### config.mk
export PLATFORM = sky130hd
export DESIGN_NAME = fpu_top
export DESIGN_NICKNAME = d
export VERILOG_FILES = /design/src/source/fpu_op_pkg.sv /design/src/source/fp64_pkg.sv /design/src/source/fpu_item_if.sv /design/src/source/fpu_top.sv /design/src/source/fpu_round_pack.sv /design/src/source/fpu_result_queue.sv /design/src/source/fpu_operand_unit.sv
export SDC_FILE = /design/constraint.sdc
export NUM_CORES = 2
export LEC_CHECK = 0
export BUFFER_PORTS_ARGS = -buffer_cell sky130_fd_sc_hd__buf_2
export CAP_MARGIN = 15
export CELL_PAD_IN_SITES_DETAIL_PLACEMENT = 0
export CELL_PAD_IN_SITES_GLOBAL_PLACEMENT = 1
export CORE_MARGIN = 5
export CORE_UTILIZATION = 45
export DETAILED_ROUTE_END_ITERATION = 10
export PLACE_DENSITY_LB_ADDON = 0.1
export SLEW_MARGIN = 10
export SYNTH_ARGS = -nofsm -noshare
export SYNTH_HDL_FRONTEND = slang
export SYNTH_SLANG_ARGS = --single-unit
export TNS_END_PERCENT = 50
### constraint.sdc
create_clock -name clk -period 18.4 [get_ports clk]
set_input_delay 3.68 -clock clk [delete_from_list [all_inputs] [get_ports clk]]
set_output_delay 3.68 -clock clk [all_outputs]
set_load 0.01 [all_outputs]
### src/source/fpu_op_pkg.sv
// Operation, rounding and sign-injection codes, imported by the FPU stages and the testbench
package fpu_op_pkg;

   ////////////////////////////////
   // Operation codes on fpu_op
   ////////////////////////////////
   localparam logic [4:0] OP_MUL  = 5'd6;
   localparam logic [4:0] OP_SGNJ = 5'd23;

   ////////////////////////////////
   // Rounding codes on rnd_mode
   ////////////////////////////////
   localparam logic [2:0] RM_RNE = 3'd0;
   localparam logic [2:0] RM_RTZ = 3'd1;

   // For sign injection rnd_mode selects the variant instead of a rounding mode.
   // Codes 0 and 1 copy the sign of opb; they are the codes with no bit set under this mask
   localparam logic [2:0] SGNJ_COPY_MASK = 3'b110;

   // Code 3 returns opa unchanged
   localparam logic [2:0] SGNJ_PASS = 3'd3;

   // Marker word returned for any unsupported operation or variant
   localparam logic [63:0] BAD_RESULT = 64'h0000_0000_DEAD_BEEF;

endpackage

### src/source/fp64_pkg.sv
// Double-precision word layout and constants, imported by the datapath modules and the interface
package fp64_pkg;

   // Field widths of the IEEE 754 binary64 format
   localparam int EXP_W    = 11;
   localparam int FRAC_W   = 52;

   // Significand including the hidden bit, and the exact product of two of them
   localparam int MANT_W   = FRAC_W + 1;
   localparam int PROD_W   = 2 * MANT_W;

   localparam int EXP_BIAS = 1023;

   // Special encodings
   localparam logic [63:0] QNAN           = 64'h7FF8_0000_0000_0000;
   localparam logic [63:0] MAX_FINITE_MAG = 64'h7FEF_FFFF_FFFF_FFFF;

   typedef struct packed
   {
      logic              sign;
      logic [EXP_W-1:0]  exponent;
      logic [FRAC_W-1:0] fraction;
   } fp64_fields;

   // One operand or result word, seen either as raw bits or as its three fields
   typedef union packed
   {
      logic [63:0] bits;
      fp64_fields  fields;
   } fp64_word;

endpackage
### src/source/fpu_item_if.sv
// Four-phase item channel between FPU stages, used with source and sink modports
interface fpu_item_if;
   import fp64_pkg::*;

   logic              req;
   logic              ack;

   // A finished word that needs no rounding
   logic              bypass;
   logic [63:0]       result;

   // Unrounded multiply data
   logic              sign;
   logic [12:0]       exponent;
   logic [PROD_W-1:0] product;

   // Zero, infinity or NaN already chosen in result
   logic              special;
   logic              invalid;

   modport source
   (
      output req, bypass, result, sign, exponent, product, special, invalid,
      input  ack
   );

   modport sink
   (
      input  req, bypass, result, sign, exponent, product, special, invalid,
      output ack
   );

endinterface

### src/source/fpu_top.sv
// FPU top level with plain ports; connects operand unit, result queue and round-and-pack stage
module fpu_top
#(
   parameter int MUL_BITS    = 4,
   parameter int QUEUE_DEPTH = 2
)
(
   input  logic        clk,
   input  logic        rst,
   input  logic        enable,
   input  logic [4:0]  fpu_op,
   input  logic [2:0]  rnd_mode,
   input  logic [63:0] opa,
   input  logic [63:0] opb,
   output logic [63:0] out,
   output logic        ready,
   output logic        overflow,
   output logic        underflow,
   output logic        inexact,
   output logic        invalid
);

   // Pulses when the host has been given its result
   logic done;

   fpu_item_if prod_item ();
   fpu_item_if round_item ();

   fpu_operand_unit #(.MUL_BITS(MUL_BITS)) u_operand_unit
   (
      .clk      (clk),
      .rst      (rst),
      .enable   (enable),
      .fpu_op   (fpu_op),
      .rnd_mode (rnd_mode),
      .opa      (opa),
      .opb      (opb),
      .done     (done),
      .item     (prod_item.source)
   );

   fpu_result_queue #(.QUEUE_DEPTH(QUEUE_DEPTH)) u_result_queue
   (
      .clk      (clk),
      .rst      (rst),
      .in_item  (prod_item.sink),
      .out_item (round_item.source)
   );

   fpu_round_pack u_round_pack
   (
      .clk       (clk),
      .rst       (rst),
      .enable    (enable),
      .rnd_mode  (rnd_mode),
      .item      (round_item.sink),
      .done      (done),
      .out       (out),
      .ready     (ready),
      .overflow  (overflow),
      .underflow (underflow),
      .inexact   (inexact),
      .invalid   (invalid)
   );

endmodule

### src/source/fpu_round_pack.sv
// Consumer stage of the FPU that normalizes, rounds and packs each item and drives result and flags
module fpu_round_pack
(
   input  logic        clk,
   input  logic        rst,
   input  logic        enable,
   input  logic [2:0]  rnd_mode,
   fpu_item_if.sink    item,
   output logic        done,
   output logic [63:0] out,
   output logic        ready,
   output logic        overflow,
   output logic        underflow,
   output logic        inexact,
   output logic        invalid
);
   import fp64_pkg::*;
   import fpu_op_pkg::*;

   logic [PROD_W-1:0]  norm_prod;
   logic [MANT_W-1:0]  mant;
   logic [MANT_W:0]    mant_rnd;
   logic               guard, sticky, round_up, trunc_mode;
   logic signed [12:0] exp_norm;
   logic signed [12:0] exp_final;
   fp64_word           res_word;
   logic               ovf, unf, inx, inv;
   logic               accept;

   // Round toward zero truncates; every other code rounds to nearest even
   always_comb
   begin
      case (rnd_mode)
         RM_RNE:  trunc_mode = 1'b0;
         RM_RTZ:  trunc_mode = 1'b1;
         default: trunc_mode = 1'b0;
      endcase
   end

   ////////////////////////////////
   // Normalize and round
   ////////////////////////////////
   always_comb
   begin
      // The product of two normal significands lies in [1, 4)
      norm_prod = item.product[PROD_W-1] ? item.product : item.product << 1;
      exp_norm  = item.product[PROD_W-1] ? $signed(item.exponent) + 13'sd1
                                         : $signed(item.exponent);
      mant      = norm_prod[PROD_W-1 -: MANT_W];
      guard     = norm_prod[PROD_W-1-MANT_W];
      sticky    = |norm_prod[PROD_W-2-MANT_W:0];
      round_up  = ~trunc_mode & guard & (sticky | mant[0]);
      mant_rnd  = {1'b0, mant} + (MANT_W+1)'(round_up);

      // A carry out of rounding leaves 1.0 with the next exponent and a zero fraction
      exp_final = mant_rnd[MANT_W] ? exp_norm + 13'sd1 : exp_norm;

      res_word.fields.sign     = item.sign;
      res_word.fields.exponent = exp_final[EXP_W-1:0];
      res_word.fields.fraction = mant_rnd[FRAC_W-1:0];
      ovf = 1'b0;
      unf = 1'b0;
      inx = guard | sticky;
      inv = 1'b0;

      if (item.bypass || item.special)
      begin
         res_word.bits = item.result;
         inx = 1'b0;
         inv = item.invalid;
      end
      else if (exp_final >= 13'sd2047)
      begin
         ovf = 1'b1;
         inx = 1'b1;
         res_word.fields.exponent = '1;
         res_word.fields.fraction = '0;
         if (trunc_mode)
            res_word.bits = {item.sign, MAX_FINITE_MAG[62:0]};
      end
      else if (exp_final < 13'sd1)
      begin
         // Results below the normal range flush to a signed zero
         unf = 1'b1;
         inx = 1'b1;
         res_word.bits = {item.sign, 63'd0};
      end
   end

   ////////////////////////////////
   // Output handshake
   ////////////////////////////////

   // Take a new item only for a host that is still waiting
   assign accept = item.req & ~item.ack & enable & ~ready;

   always_ff @(posedge clk)
   begin
      if (rst)
      begin
         item.ack  <= 1'b0;
         done      <= 1'b0;
         ready     <= 1'b0;
         out       <= '0;
         overflow  <= 1'b0;
         underflow <= 1'b0;
         inexact   <= 1'b0;
         invalid   <= 1'b0;
      end
      else
      begin
         done <= 1'b0;
         if (accept)
         begin
            item.ack  <= 1'b1;
            done      <= 1'b1;
            ready     <= 1'b1;
            out       <= res_word.bits;
            overflow  <= ovf;
            underflow <= unf;
            inexact   <= inx;
            invalid   <= inv;
         end
         else if (item.ack && !item.req)
            item.ack <= 1'b0;
         if (!enable)
            ready <= 1'b0;
      end
   end

   // The queue keeps an item offered until this stage has taken it
   assert property (@(posedge clk) disable iff (rst) (item.req && !item.ack) |=> item.req);

endmodule

### src/source/fpu_result_queue.sv
// Result FIFO between the operand unit and the rounding stage, four-phase on both sides
module fpu_result_queue
#(
   parameter int QUEUE_DEPTH = 2
)
(
   input  logic       clk,
   input  logic       rst,
   fpu_item_if.sink   in_item,
   fpu_item_if.source out_item
);
   import fp64_pkg::*;

   localparam int ENTRY_W = 1 + 64 + 1 + 13 + PROD_W + 1 + 1;
   localparam int PTR_W   = (QUEUE_DEPTH > 1) ? $clog2(QUEUE_DEPTH) : 1;
   localparam int CNT_W   = $clog2(QUEUE_DEPTH + 1);

   logic [ENTRY_W-1:0] mem [QUEUE_DEPTH];
   logic [ENTRY_W-1:0] in_entry;
   logic [PTR_W-1:0]   wr_ptr;
   logic [PTR_W-1:0]   rd_ptr;
   logic [CNT_W-1:0]   count;
   logic               draining;
   logic               full, empty, push, pop;

   function automatic logic [PTR_W-1:0] next_ptr(input logic [PTR_W-1:0] ptr);
      next_ptr = (ptr == PTR_W'(QUEUE_DEPTH - 1)) ? '0 : ptr + 1'b1;
   endfunction

   assign in_entry = {in_item.bypass, in_item.result, in_item.sign, in_item.exponent,
                      in_item.product, in_item.special, in_item.invalid};
   assign {out_item.bypass, out_item.result, out_item.sign, out_item.exponent,
           out_item.product, out_item.special, out_item.invalid} = mem[rd_ptr];

   assign full  = (count == CNT_W'(QUEUE_DEPTH));
   assign empty = (count == '0);
   assign push  = in_item.req & ~in_item.ack & ~full;
   // The head is retired only once the sink has dropped ack
   assign pop   = draining & ~out_item.ack;

   always_ff @(posedge clk)
   begin
      if (push)
         mem[wr_ptr] <= in_entry;
   end

   always_ff @(posedge clk)
   begin
      if (rst)
      begin
         wr_ptr       <= '0;
         rd_ptr       <= '0;
         count        <= '0;
         draining     <= 1'b0;
         in_item.ack  <= 1'b0;
         out_item.req <= 1'b0;
      end
      else
      begin
         if (push)
         begin
            wr_ptr      <= next_ptr(wr_ptr);
            in_item.ack <= 1'b1;
         end
         else if (in_item.ack && !in_item.req)
            in_item.ack <= 1'b0;

         if (!empty && !out_item.req && !out_item.ack && !draining)
            out_item.req <= 1'b1;
         if (out_item.req && out_item.ack)
         begin
            out_item.req <= 1'b0;
            draining     <= 1'b1;
         end
         if (pop)
         begin
            rd_ptr   <= next_ptr(rd_ptr);
            draining <= 1'b0;
         end

         count <= count + CNT_W'(push) - CNT_W'(pop);
      end
   end

   assert property (@(posedge clk) disable iff (rst)
      (pop |-> !empty) and (count <= CNT_W'(QUEUE_DEPTH)));

endmodule

### src/source/fpu_operand_unit.sv
// Producer stage of the FPU: starts an operation, classifies operands, multiplies and offers the item
module fpu_operand_unit
#(
   parameter int MUL_BITS = 4
)
(
   input  logic        clk,
   input  logic        rst,
   input  logic        enable,
   input  logic [4:0]  fpu_op,
   input  logic [2:0]  rnd_mode,
   input  logic [63:0] opa,
   input  logic [63:0] opb,
   input  logic        done,
   fpu_item_if.source  item
);
   import fp64_pkg::*;
   import fpu_op_pkg::*;

   localparam int STEPS    = (MANT_W + MUL_BITS - 1) / MUL_BITS;
   localparam int MPLIER_W = STEPS * MUL_BITS;
   localparam int CNT_W    = $clog2(STEPS + 1);

   fp64_word a_in;
   fp64_word b_in;
   fp64_word sgnj_word;
   fp64_word special_word;

   logic a_zero, a_inf, a_nan;
   logic b_zero, b_inf, b_nan;
   logic mul_op, is_special, mul_invalid, is_mul, start;

   logic                enable_d;
   logic                busy;
   logic                launch;
   logic                mul_run;
   logic [CNT_W-1:0]    step_cnt;
   logic [PROD_W-1:0]   mcand;
   logic [MPLIER_W-1:0] mplier;
   logic [PROD_W-1:0]   partial;

   assign a_in = opa;
   assign b_in = opb;

   ////////////////////////////////
   // Operand classification
   ////////////////////////////////

   // Subnormals have a zero exponent and count as zero
   assign a_zero = (a_in.fields.exponent == '0);
   assign b_zero = (b_in.fields.exponent == '0);
   assign a_inf  = (a_in.fields.exponent == '1) && (a_in.fields.fraction == '0);
   assign b_inf  = (b_in.fields.exponent == '1) && (b_in.fields.fraction == '0);
   assign a_nan  = (a_in.fields.exponent == '1) && (a_in.fields.fraction != '0);
   assign b_nan  = (b_in.fields.exponent == '1) && (b_in.fields.fraction != '0);

   assign mul_op      = (fpu_op == OP_MUL);
   assign is_special  = a_zero | b_zero | a_inf | b_inf | a_nan | b_nan;
   assign mul_invalid = a_nan | b_nan | (a_inf & b_zero) | (a_zero & b_inf);
   assign is_mul      = mul_op & ~is_special;

   // A start is a rising enable seen while idle
   assign start = enable & ~enable_d & ~busy;

   always_comb
   begin
      special_word.bits = '0;
      special_word.fields.sign = a_in.fields.sign ^ b_in.fields.sign;
      if (mul_invalid)
         special_word.bits = QNAN;
      else if (a_inf | b_inf)
         special_word.fields.exponent = '1;
   end

   // Sign injection and the marker word for anything that is not a multiply
   always_comb
   begin
      sgnj_word.bits = BAD_RESULT;
      if (fpu_op == OP_SGNJ)
      begin
         if ((rnd_mode & SGNJ_COPY_MASK) == 3'b000)
         begin
            sgnj_word.bits = opa;
            sgnj_word.fields.sign = b_in.fields.sign;
         end
         else if (rnd_mode == SGNJ_PASS)
            sgnj_word.bits = opa;
      end
   end

   ////////////////////////////////
   // Control and handshake
   ////////////////////////////////
   always_ff @(posedge clk)
   begin
      if (rst)
      begin
         enable_d <= 1'b0;
         busy     <= 1'b0;
         launch   <= 1'b0;
         mul_run  <= 1'b0;
         step_cnt <= '0;
         item.req <= 1'b0;
      end
      else
      begin
         enable_d <= enable;
         launch   <= 1'b0;
         if (start)
         begin
            busy     <= 1'b1;
            launch   <= ~is_mul;
            mul_run  <= is_mul;
            step_cnt <= CNT_W'(STEPS);
         end
         if (launch)
            item.req <= 1'b1;
         if (mul_run)
         begin
            step_cnt <= step_cnt - 1'b1;
            if (step_cnt == CNT_W'(1))
            begin
               mul_run  <= 1'b0;
               item.req <= 1'b1;
            end
         end
         if (item.req && item.ack)
            item.req <= 1'b0;
         // Stay busy until the host has the result
         if (done)
            busy <= 1'b0;
      end
   end

   ////////////////////////////////
   // Item data and multiplier
   ////////////////////////////////

   // MUL_BITS multiplier bits are retired per cycle, least significant first
   assign partial = mcand * PROD_W'(mplier[MUL_BITS-1:0]);

   always_ff @(posedge clk)
   begin
      if (start)
      begin
         item.bypass   <= ~mul_op;
         item.special  <= mul_op & is_special;
         item.invalid  <= mul_op & mul_invalid;
         item.result   <= mul_op ? special_word.bits : sgnj_word.bits;
         item.sign     <= a_in.fields.sign ^ b_in.fields.sign;
         item.exponent <= 13'(a_in.fields.exponent) + 13'(b_in.fields.exponent)
                          - 13'(EXP_BIAS);
         item.product  <= '0;
         mcand         <= PROD_W'({1'b1, a_in.fields.fraction});
         mplier        <= MPLIER_W'({1'b1, b_in.fields.fraction});
      end
      else if (mul_run)
      begin
         item.product <= item.product + partial;
         mcand        <= mcand << MUL_BITS;
         mplier       <= mplier >> MUL_BITS;
      end
   end

   // The offered item holds still until the queue has let go of it
   assert property (@(posedge clk) disable iff (rst)
      item.req |=> $stable({item.bypass, item.result, item.sign, item.exponent,
                            item.product, item.special, item.invalid}));

endmodule

---- After elaboration in Yosys (flattened, before gate mapping) ----
Memories as Yosys holds them, arrays and structs flattened. A register that Yosys moved wholly into a read port is not among the register bits.
Index checks and enable logic that the tools add are counted.
storage, ports and cells
  memories kept ........................... 1
  register bits after elaboration ......... 433
  memory bits (writable) .................. 374
  input bits .............................. 139
  output and inout bits ................... 69
  word-level logic and storage cells ...... 176
memory list
  name                depth  width  rd ports  clocked after Yosys merged registers in  wr ports  RTL line                source
  u_result_queue.mem  2      187    1         1                                        1         fpu_result_queue.sv:18  logic [ENTRY_W-1:0] mem [QUEUE_DEPTH];
operators by class
  reductions and logical operators ........ 35
  equal/unequal tests ..................... 8
  multiplexer cells ....................... 48
  add/sub/neg operators ................... 11
  bitwise operators ....................... 39
  multipliers ............................. 1
  order comparisons ....................... 2
operator list
  operator                count
  $mux 64                 5
  $mux 52                 5
  $mux 63                 2
  $add 106x106->106       1
  $mul 106x4->106         1
  $mux 106                1
  $logic_not 52->1        2
  $reduce_bool 52->1      2
  $add 53x1->54           1
  $mux 53                 1
  $reduce_or 52->1        1
  $mux 1                  28
  $add 13x2->13 const B   2
  $mux 13                 2
  $eq 11x11->1 const B    2
  $logic_not 11->1        2
  $mux 11                 2
  $and 1x1->1             15
  $ge 13x12->1 const B    1
  $lt 13x2->1 const B     1
  $sub 13x10->13 const B  1
  $add 11x11->12          1
  $not 1->1               12
  $reduce_or 2->1         6
  19 further kinds        47

---- Longest topological paths before layout ----
  depth in word-level cells ............... 11
  mapped depth ............................ 29
  depth with buffers taken out ............ 20

---- By module ----
From an unflattened synthesis, not the netlist that was laid out.
unflattened totals
  cells, all modules ...................... 5,213
  area, all modules ....................... 53,458.8 sq um
modules (own cells, without submodules)
  module            seq. area each (sq um)  instances  area each (sq um)  cells each
  fpu_operand_unit  8,958.6                 1          31,607.8           3,601
  fpu_result_queue  11,390.9                1          14,372.5           618
  fpu_round_pack    1,421.4                 1          7,478.4            994

---- Worst setup path after synthesis ----
Ideal clock, no wire load.
  path type ............................... reg2reg
  from .................................... reg u_result_queue.count[0]
  to ...................................... mem u_result_queue.mem[0][0] (netlist bit), enable pin
  setup slack ............................. 8,808 ps
  stages on the path, launching flop included .. 5
  data required time ...................... 17,641 ps
  path buffers ............................ 0
  data arrival time ....................... 8,832 ps
  setup time .............................. 759 ps
  period minus slack after synthesis ...... 9,592 ps
  cell sequence ........................... dfxtp_1 > inv_1 > nand2_1 > and3b_1 > nor2b_1
between the ends
  cells in the longest elaborated chain, start to end .. 5
ends and longest elaborated chain
  item                          RTL line                source
  from (decl)                   fpu_result_queue.sv:22  logic [CNT_W-1:0] count;
  from (signal assigned)        fpu_result_queue.sv:81  count <= count + CNT_W'(push) - CNT_W'(pop);
  $eq 2x2->1                    fpu_result_queue.sv:35  assign full = (count == CNT_W'(QUEUE_DEPTH));
  $not 1->1                     fpu_result_queue.sv:37  assign push = in_item.req & ~in_item.ack & ~full;
  $and 1x1->1                   fpu_result_queue.sv:37
  via u_result_queue.push       fpu_result_queue.sv:24  logic full, empty, push, pop;
  $mux 1                        fpu_result_queue.sv:43  if (push)
  $mux 1 (implied by the code)  fpu_result_queue.sv:44  mem[wr_ptr] <= in_entry;
  to (decl)                     fpu_result_queue.sv:18
The timed path passes the listed nets, and every way through them passes these cells.

---- Final worst setup path ----
  from .................................... in rnd_mode[1]
  to ...................................... reg u_round_pack.out[31]
between the ends
  cells in the longest elaborated chain, start to end .. 11
  elaborated cells on any way between the ends .. 13
  classes of those cells .................. add/sub (1); order compare (2); eq/ne (1); mux (6); bitwise (3)
ends and longest elaborated chain
  item                       RTL line               source
  from (decl)                fpu_top.sv:12          input logic [2:0] rnd_mode,
  $eq 3x1->1 (*)             fpu_round_pack.sv:33   case (rnd_mode)
  $mux 1 (*)                 fpu_round_pack.sv:33
  $not 1->1                  fpu_round_pack.sv:52   round_up = ~trunc_mode & guard & (sticky | mant[0]);
  $and 1x1->1 (2 in series)  fpu_round_pack.sv:52
  $add 53x1->54              fpu_round_pack.sv:53   mant_rnd = {1'b0, mant} + (MANT_W+1)'(round_up);
  $mux 13                    fpu_round_pack.sv:56   exp_final = mant_rnd[MANT_W] ? exp_norm + 13'sd1 : exp_norm;
  $lt 13x2->1                fpu_round_pack.sv:81   else if (exp_final < 13'sd1)
  $mux 63                    fpu_round_pack.sv:81
  $mux 63 (*)                fpu_round_pack.sv:72   else if (exp_final >= 13'sd2047)
  $mux 64 (*)                fpu_round_pack.sv:66   if (item.bypass || item.special)
  to (signal assigned)       fpu_round_pack.sv:118  out <= res_word.bits;
  to (decl)                  fpu_round_pack.sv:10   output logic [63:0] out,
Mark *: on every way between the ends. The rest lies on a longest branch, timed or not.
A chain may end at the register's enable or synchronous reset.

==> results.md <==
- Vias per cell: 5.46
- Post-layout util: 50.3%
- Setup-failing EPs final: 0
- GR Overflow Total: 0
- Worst vdd ir: 80.6 uV
- P_leak: 23.1 nW
- Worst reg2reg path depth: 21
- Routed len/inst: 22.1 um
- Arr. time, crit path: 8930 ps
- CTS resizes: 0
- # rows: 123
- Internal reg-to-reg setup slack: 10230 ps
- Clock Latency Late Sink: 730 ps
- Die Wd: 347 um
- CTS tree: yes
- Num CTS Buffers: 94
- Cell count along the critical path: 17
- Io pins: 208
- Synthesized area: 51200 sq um
- RSZ-0062 raised after global routing: false
- Crit path max-delay family: simple AND/OR/NAND/NOR gates
- Post-route cell area: 56700 sq um
- Syn_area_per_cell: 10.2 sq um
- Critical path launch point: rnd_mode[1]
- Pins over their slew limit: 0
- Cells after synthesis: 5034
- Final Hold Fails: 0
- Highest clock rate: 121 MHz
- Ordered cell list for the critical path: buf_2, inv_1, nand3_1, o211a_1, ha_1, o21ai_1, nor3_1, and4b_1, nand3b_1, nand4bb_1, nor3_1, xnor2_1, o21bai_1, nor2_4, buf_4, and3_1, a221o_1
- DRC viols: 0
- Global-route wire length before repair: 229 mm
- Post-route non-filler standard cell count: 6726
- Post-DRT Antenna Nets: 0
- Most frequent cells in the layout: 559 x edfxtp_1, 554 x nand2_1, 504 x inv_1
- Fillcell total: 10600
- Ys Warns: 0
- Initial Util: 45.4%
- Antenna violations before repair: 6
- Worst Path Required: 19040 ps
- Worst Hold Class: reg -> reg
- Pint: 0.00402 W
- Worst R2R End: u_operand_unit.item.product[104]
- Die height: 347 um
- Clk slew on worst S/H paths: 60 ps
- # Max-Cap Violations: 0
- Setup bufs post-CTS: 0
- Reg2reg start: u_operand_unit.mplier[2]
- CP max stage cell: and4b_1
- Longest Clk Path Bufs: 3
- Sw power: 0.00230 W
- Vias in the first global route: 36800
- Sw frac: 36.3%
- Final WL: 148 mm
- Cell mode on critical path: nor3_1
- Total chip power: 0.00632 W
- IO buf count: 207
- Critical path startpoint category: primary input
- Outcome: completed
- HPWL Detailed: 111 mm
- Distinct cells, synth: 101
- Pwr dens: 111 nW/um^2
- ANT cells: 0
- Comb pwr share: 33.7%
- Flop pwr share: 35.5%
- Min cycle time layout: 8290 ps
- Clock power frac: 30.7%
- Placement Cell Area: 53400 sq um
- First-pass detailed-route iteration total: 8
- Setup TNS: 0 ps
- Pin count of the biggest net entering global routing: 106
- Synth Register Bits: 808
- Clock Tree Root: clkbuf_16
- Asr flop ratio synth: 0%
- Final nets: 5723
- Htree depth: 3
- Gpl congestion: 0.900
- Synth-to-Final Area Change: 10.8%
- Worst slew pin tran: 1100 ps
- Crit Path Category: in -> reg
- Vias: 36800
- Mapped Nets: 5611
- Most common cell after layout, fill and taps aside: edfxtp_1
- DP Cell Count: 6549
- Crit end category: flop
- Slew headroom: 26.4%
- EDFF count, synth: 559
- Hold buffer count at CTS: 0
- Initial DRC Count: 2717
- Crit path capture: u_round_pack.out[31]
- Share of cells above drive strength 1: 11.4%
- CP max stage delay: 580 ps
- Tcrit/Tclk final: 45.1%
- Main synth FF type: edfxtp_1
- Aggregate global-route resource usage: 24.3%
- Worst Path Buf+Inv: 3
- CORE AREA: 113000 sq um
- Die area: 121000 sq um
- Maximum fanout along the worst path: 37
- CTS Sinks: 808
- Part of the Yosys area used for sequential elements: 42.6%
- Setup Skew: 73.3 ps
## through the flow
step                hold slack [ps]  worst slack [ps]
global placement                375              9580
global route                    414              9540
floorplan                       373              8810
detailed placement              386              9460
finish                          401             10110
CTS                             393             10020
## synth_stat cells, types with 12 or more instances
| cell | n | area [sq um] |
|---|---|---|
| a21oi_1 | 221 | 1110 |
| a211oi_1 | 25 | 188 |
| fa_1 | 309 | 6190 |
| buf_4 | 13 | 97.6 |
| or3_1 | 18 | 113 |
| o21ai_2 | 30 | 263 |
| buf_1 | 19 | 71.3 |
| o21bai_1 | 27 | 203 |
| mux2_2 | 74 | 833 |
| a31oi_1 | 32 | 200 |
| o22ai_1 | 38 | 238 |
| mux2i_1 | 191 | 1910 |
| nand3_1 | 76 | 380 |
| o21ai_1 | 16 | 80.1 |
| dfxtp_1 | 249 | 4980 |
| nor3_1 | 69 | 345 |
| a22oi_1 | 17 | 128 |
| nor4_1 | 73 | 457 |
| a21oi_2 | 30 | 263 |
| a21o_1 | 83 | 623 |
| nand3b_1 | 12 | 90.1 |
| inv_1 | 506 | 1900 |
| clkbuf_1 | 173 | 649 |
| xnor2_1 | 114 | 998 |
| nor2_1 | 321 | 1200 |
| nand4_1 | 71 | 444 |
| edfxtp_1 | 559 | 16800 |
| nand2_1 | 554 | 2080 |
| xor2_1 | 71 | 622 |
| o21ai_0 | 169 | 846 |
| and3_1 | 24 | 150 |
| nand2b_1 | 20 | 125 |
| ha_1 | 129 | 1610 |
| and2_1 | 439 | 2750 |
| nor2b_1 | 24 | 150 |
| o21a_1 | 21 | 158 |
## per-layer routing
layer	up-vias	track usage [%]	routed length, um
met1	18300	34.8	68900
met3	175	3.91	8220
met5	-	0	0
li1	17500	-	-
met2	853	38.7	67600
met4	0	6.34	3700
## power by group through the flow
stage | Clock (W) | Combinational, W | Sequential (W)
floorplan | 0 | 0.00160 | 0.00222
global placement | 0 | 0.00212 | 0.00228
detailed placement | 0 | 0.00212 | 0.00228
CTS | 0.00199 | 0.00214 | 0.00224
global route | 0.00206 | 0.00241 | 0.00226
finish | 0.00194 | 0.00213 | 0.00224
## logic make-up (layout without fill, tap and decap cells)
| family | count (synthesis) | count (layout) | share of synthesized area (%) |
|---|---|---|---|
| flip-flops | 808 | 808 | 42.6 |
| multiplexers | 267 | 267 | 5.43 |
| buffers and inverters | 745 | 937 | 5.86 |
| XOR/XNOR | 185 | 185 | 3.17 |
| AND/OR/NAND/NOR | 1763 | 1763 | 17.2 |
| adder cells (fa/ha/maj) | 438 | 438 | 15.2 |
| AO/OA/AOI/OAI | 828 | 828 | 10.5 |
## area by class of cell
cell class / count / area, sq um / share of cell area, %
multi-input cells: 3481 / 26500 / 46.7
flip-flops and latches: 808 / 21800 / 38.4
clock buffers: 114 / 2500 / 4.41
clock inverters: 62 / 756 / 1.33
repair buffers: 254 / 1410 / 2.49
well taps: 1500 / 1880 / 3.31
inverters: 507 / 1920 / 3.38
## how the worst min path moves through the flow
stage / endpoint / start / cells after the start / slack (ps)
6_report: u_operand_unit.busy / u_round_pack.done / 1 / 400
5_1_grt: u_operand_unit.busy / u_round_pack.done / 1 / 410
4_1_cts: u_operand_unit.busy / u_round_pack.done / 1 / 390
3_5_place_dp: u_operand_unit.busy / u_round_pack.done / 1 / 390
3_3_place_gp: u_operand_unit.busy / u_round_pack.done / 1 / 370
2_1_floorplan: u_operand_unit.busy / u_round_pack.done / 1 / 370
## registers in the layout (all words and copies together), names as in the netlist, 2 cells and up, named ones only
register                      count
u_operand_unit.mcand            106
u_result_queue.mem              374
u_operand_unit.item.product     106
u_operand_unit.item.exponent     13
u_result_queue.count              2
u_operand_unit.step_cnt           4
u_operand_unit.mplier            53
u_round_pack.out                 64
u_operand_unit.item.result       64
Power figures use the tool's default switching activity.
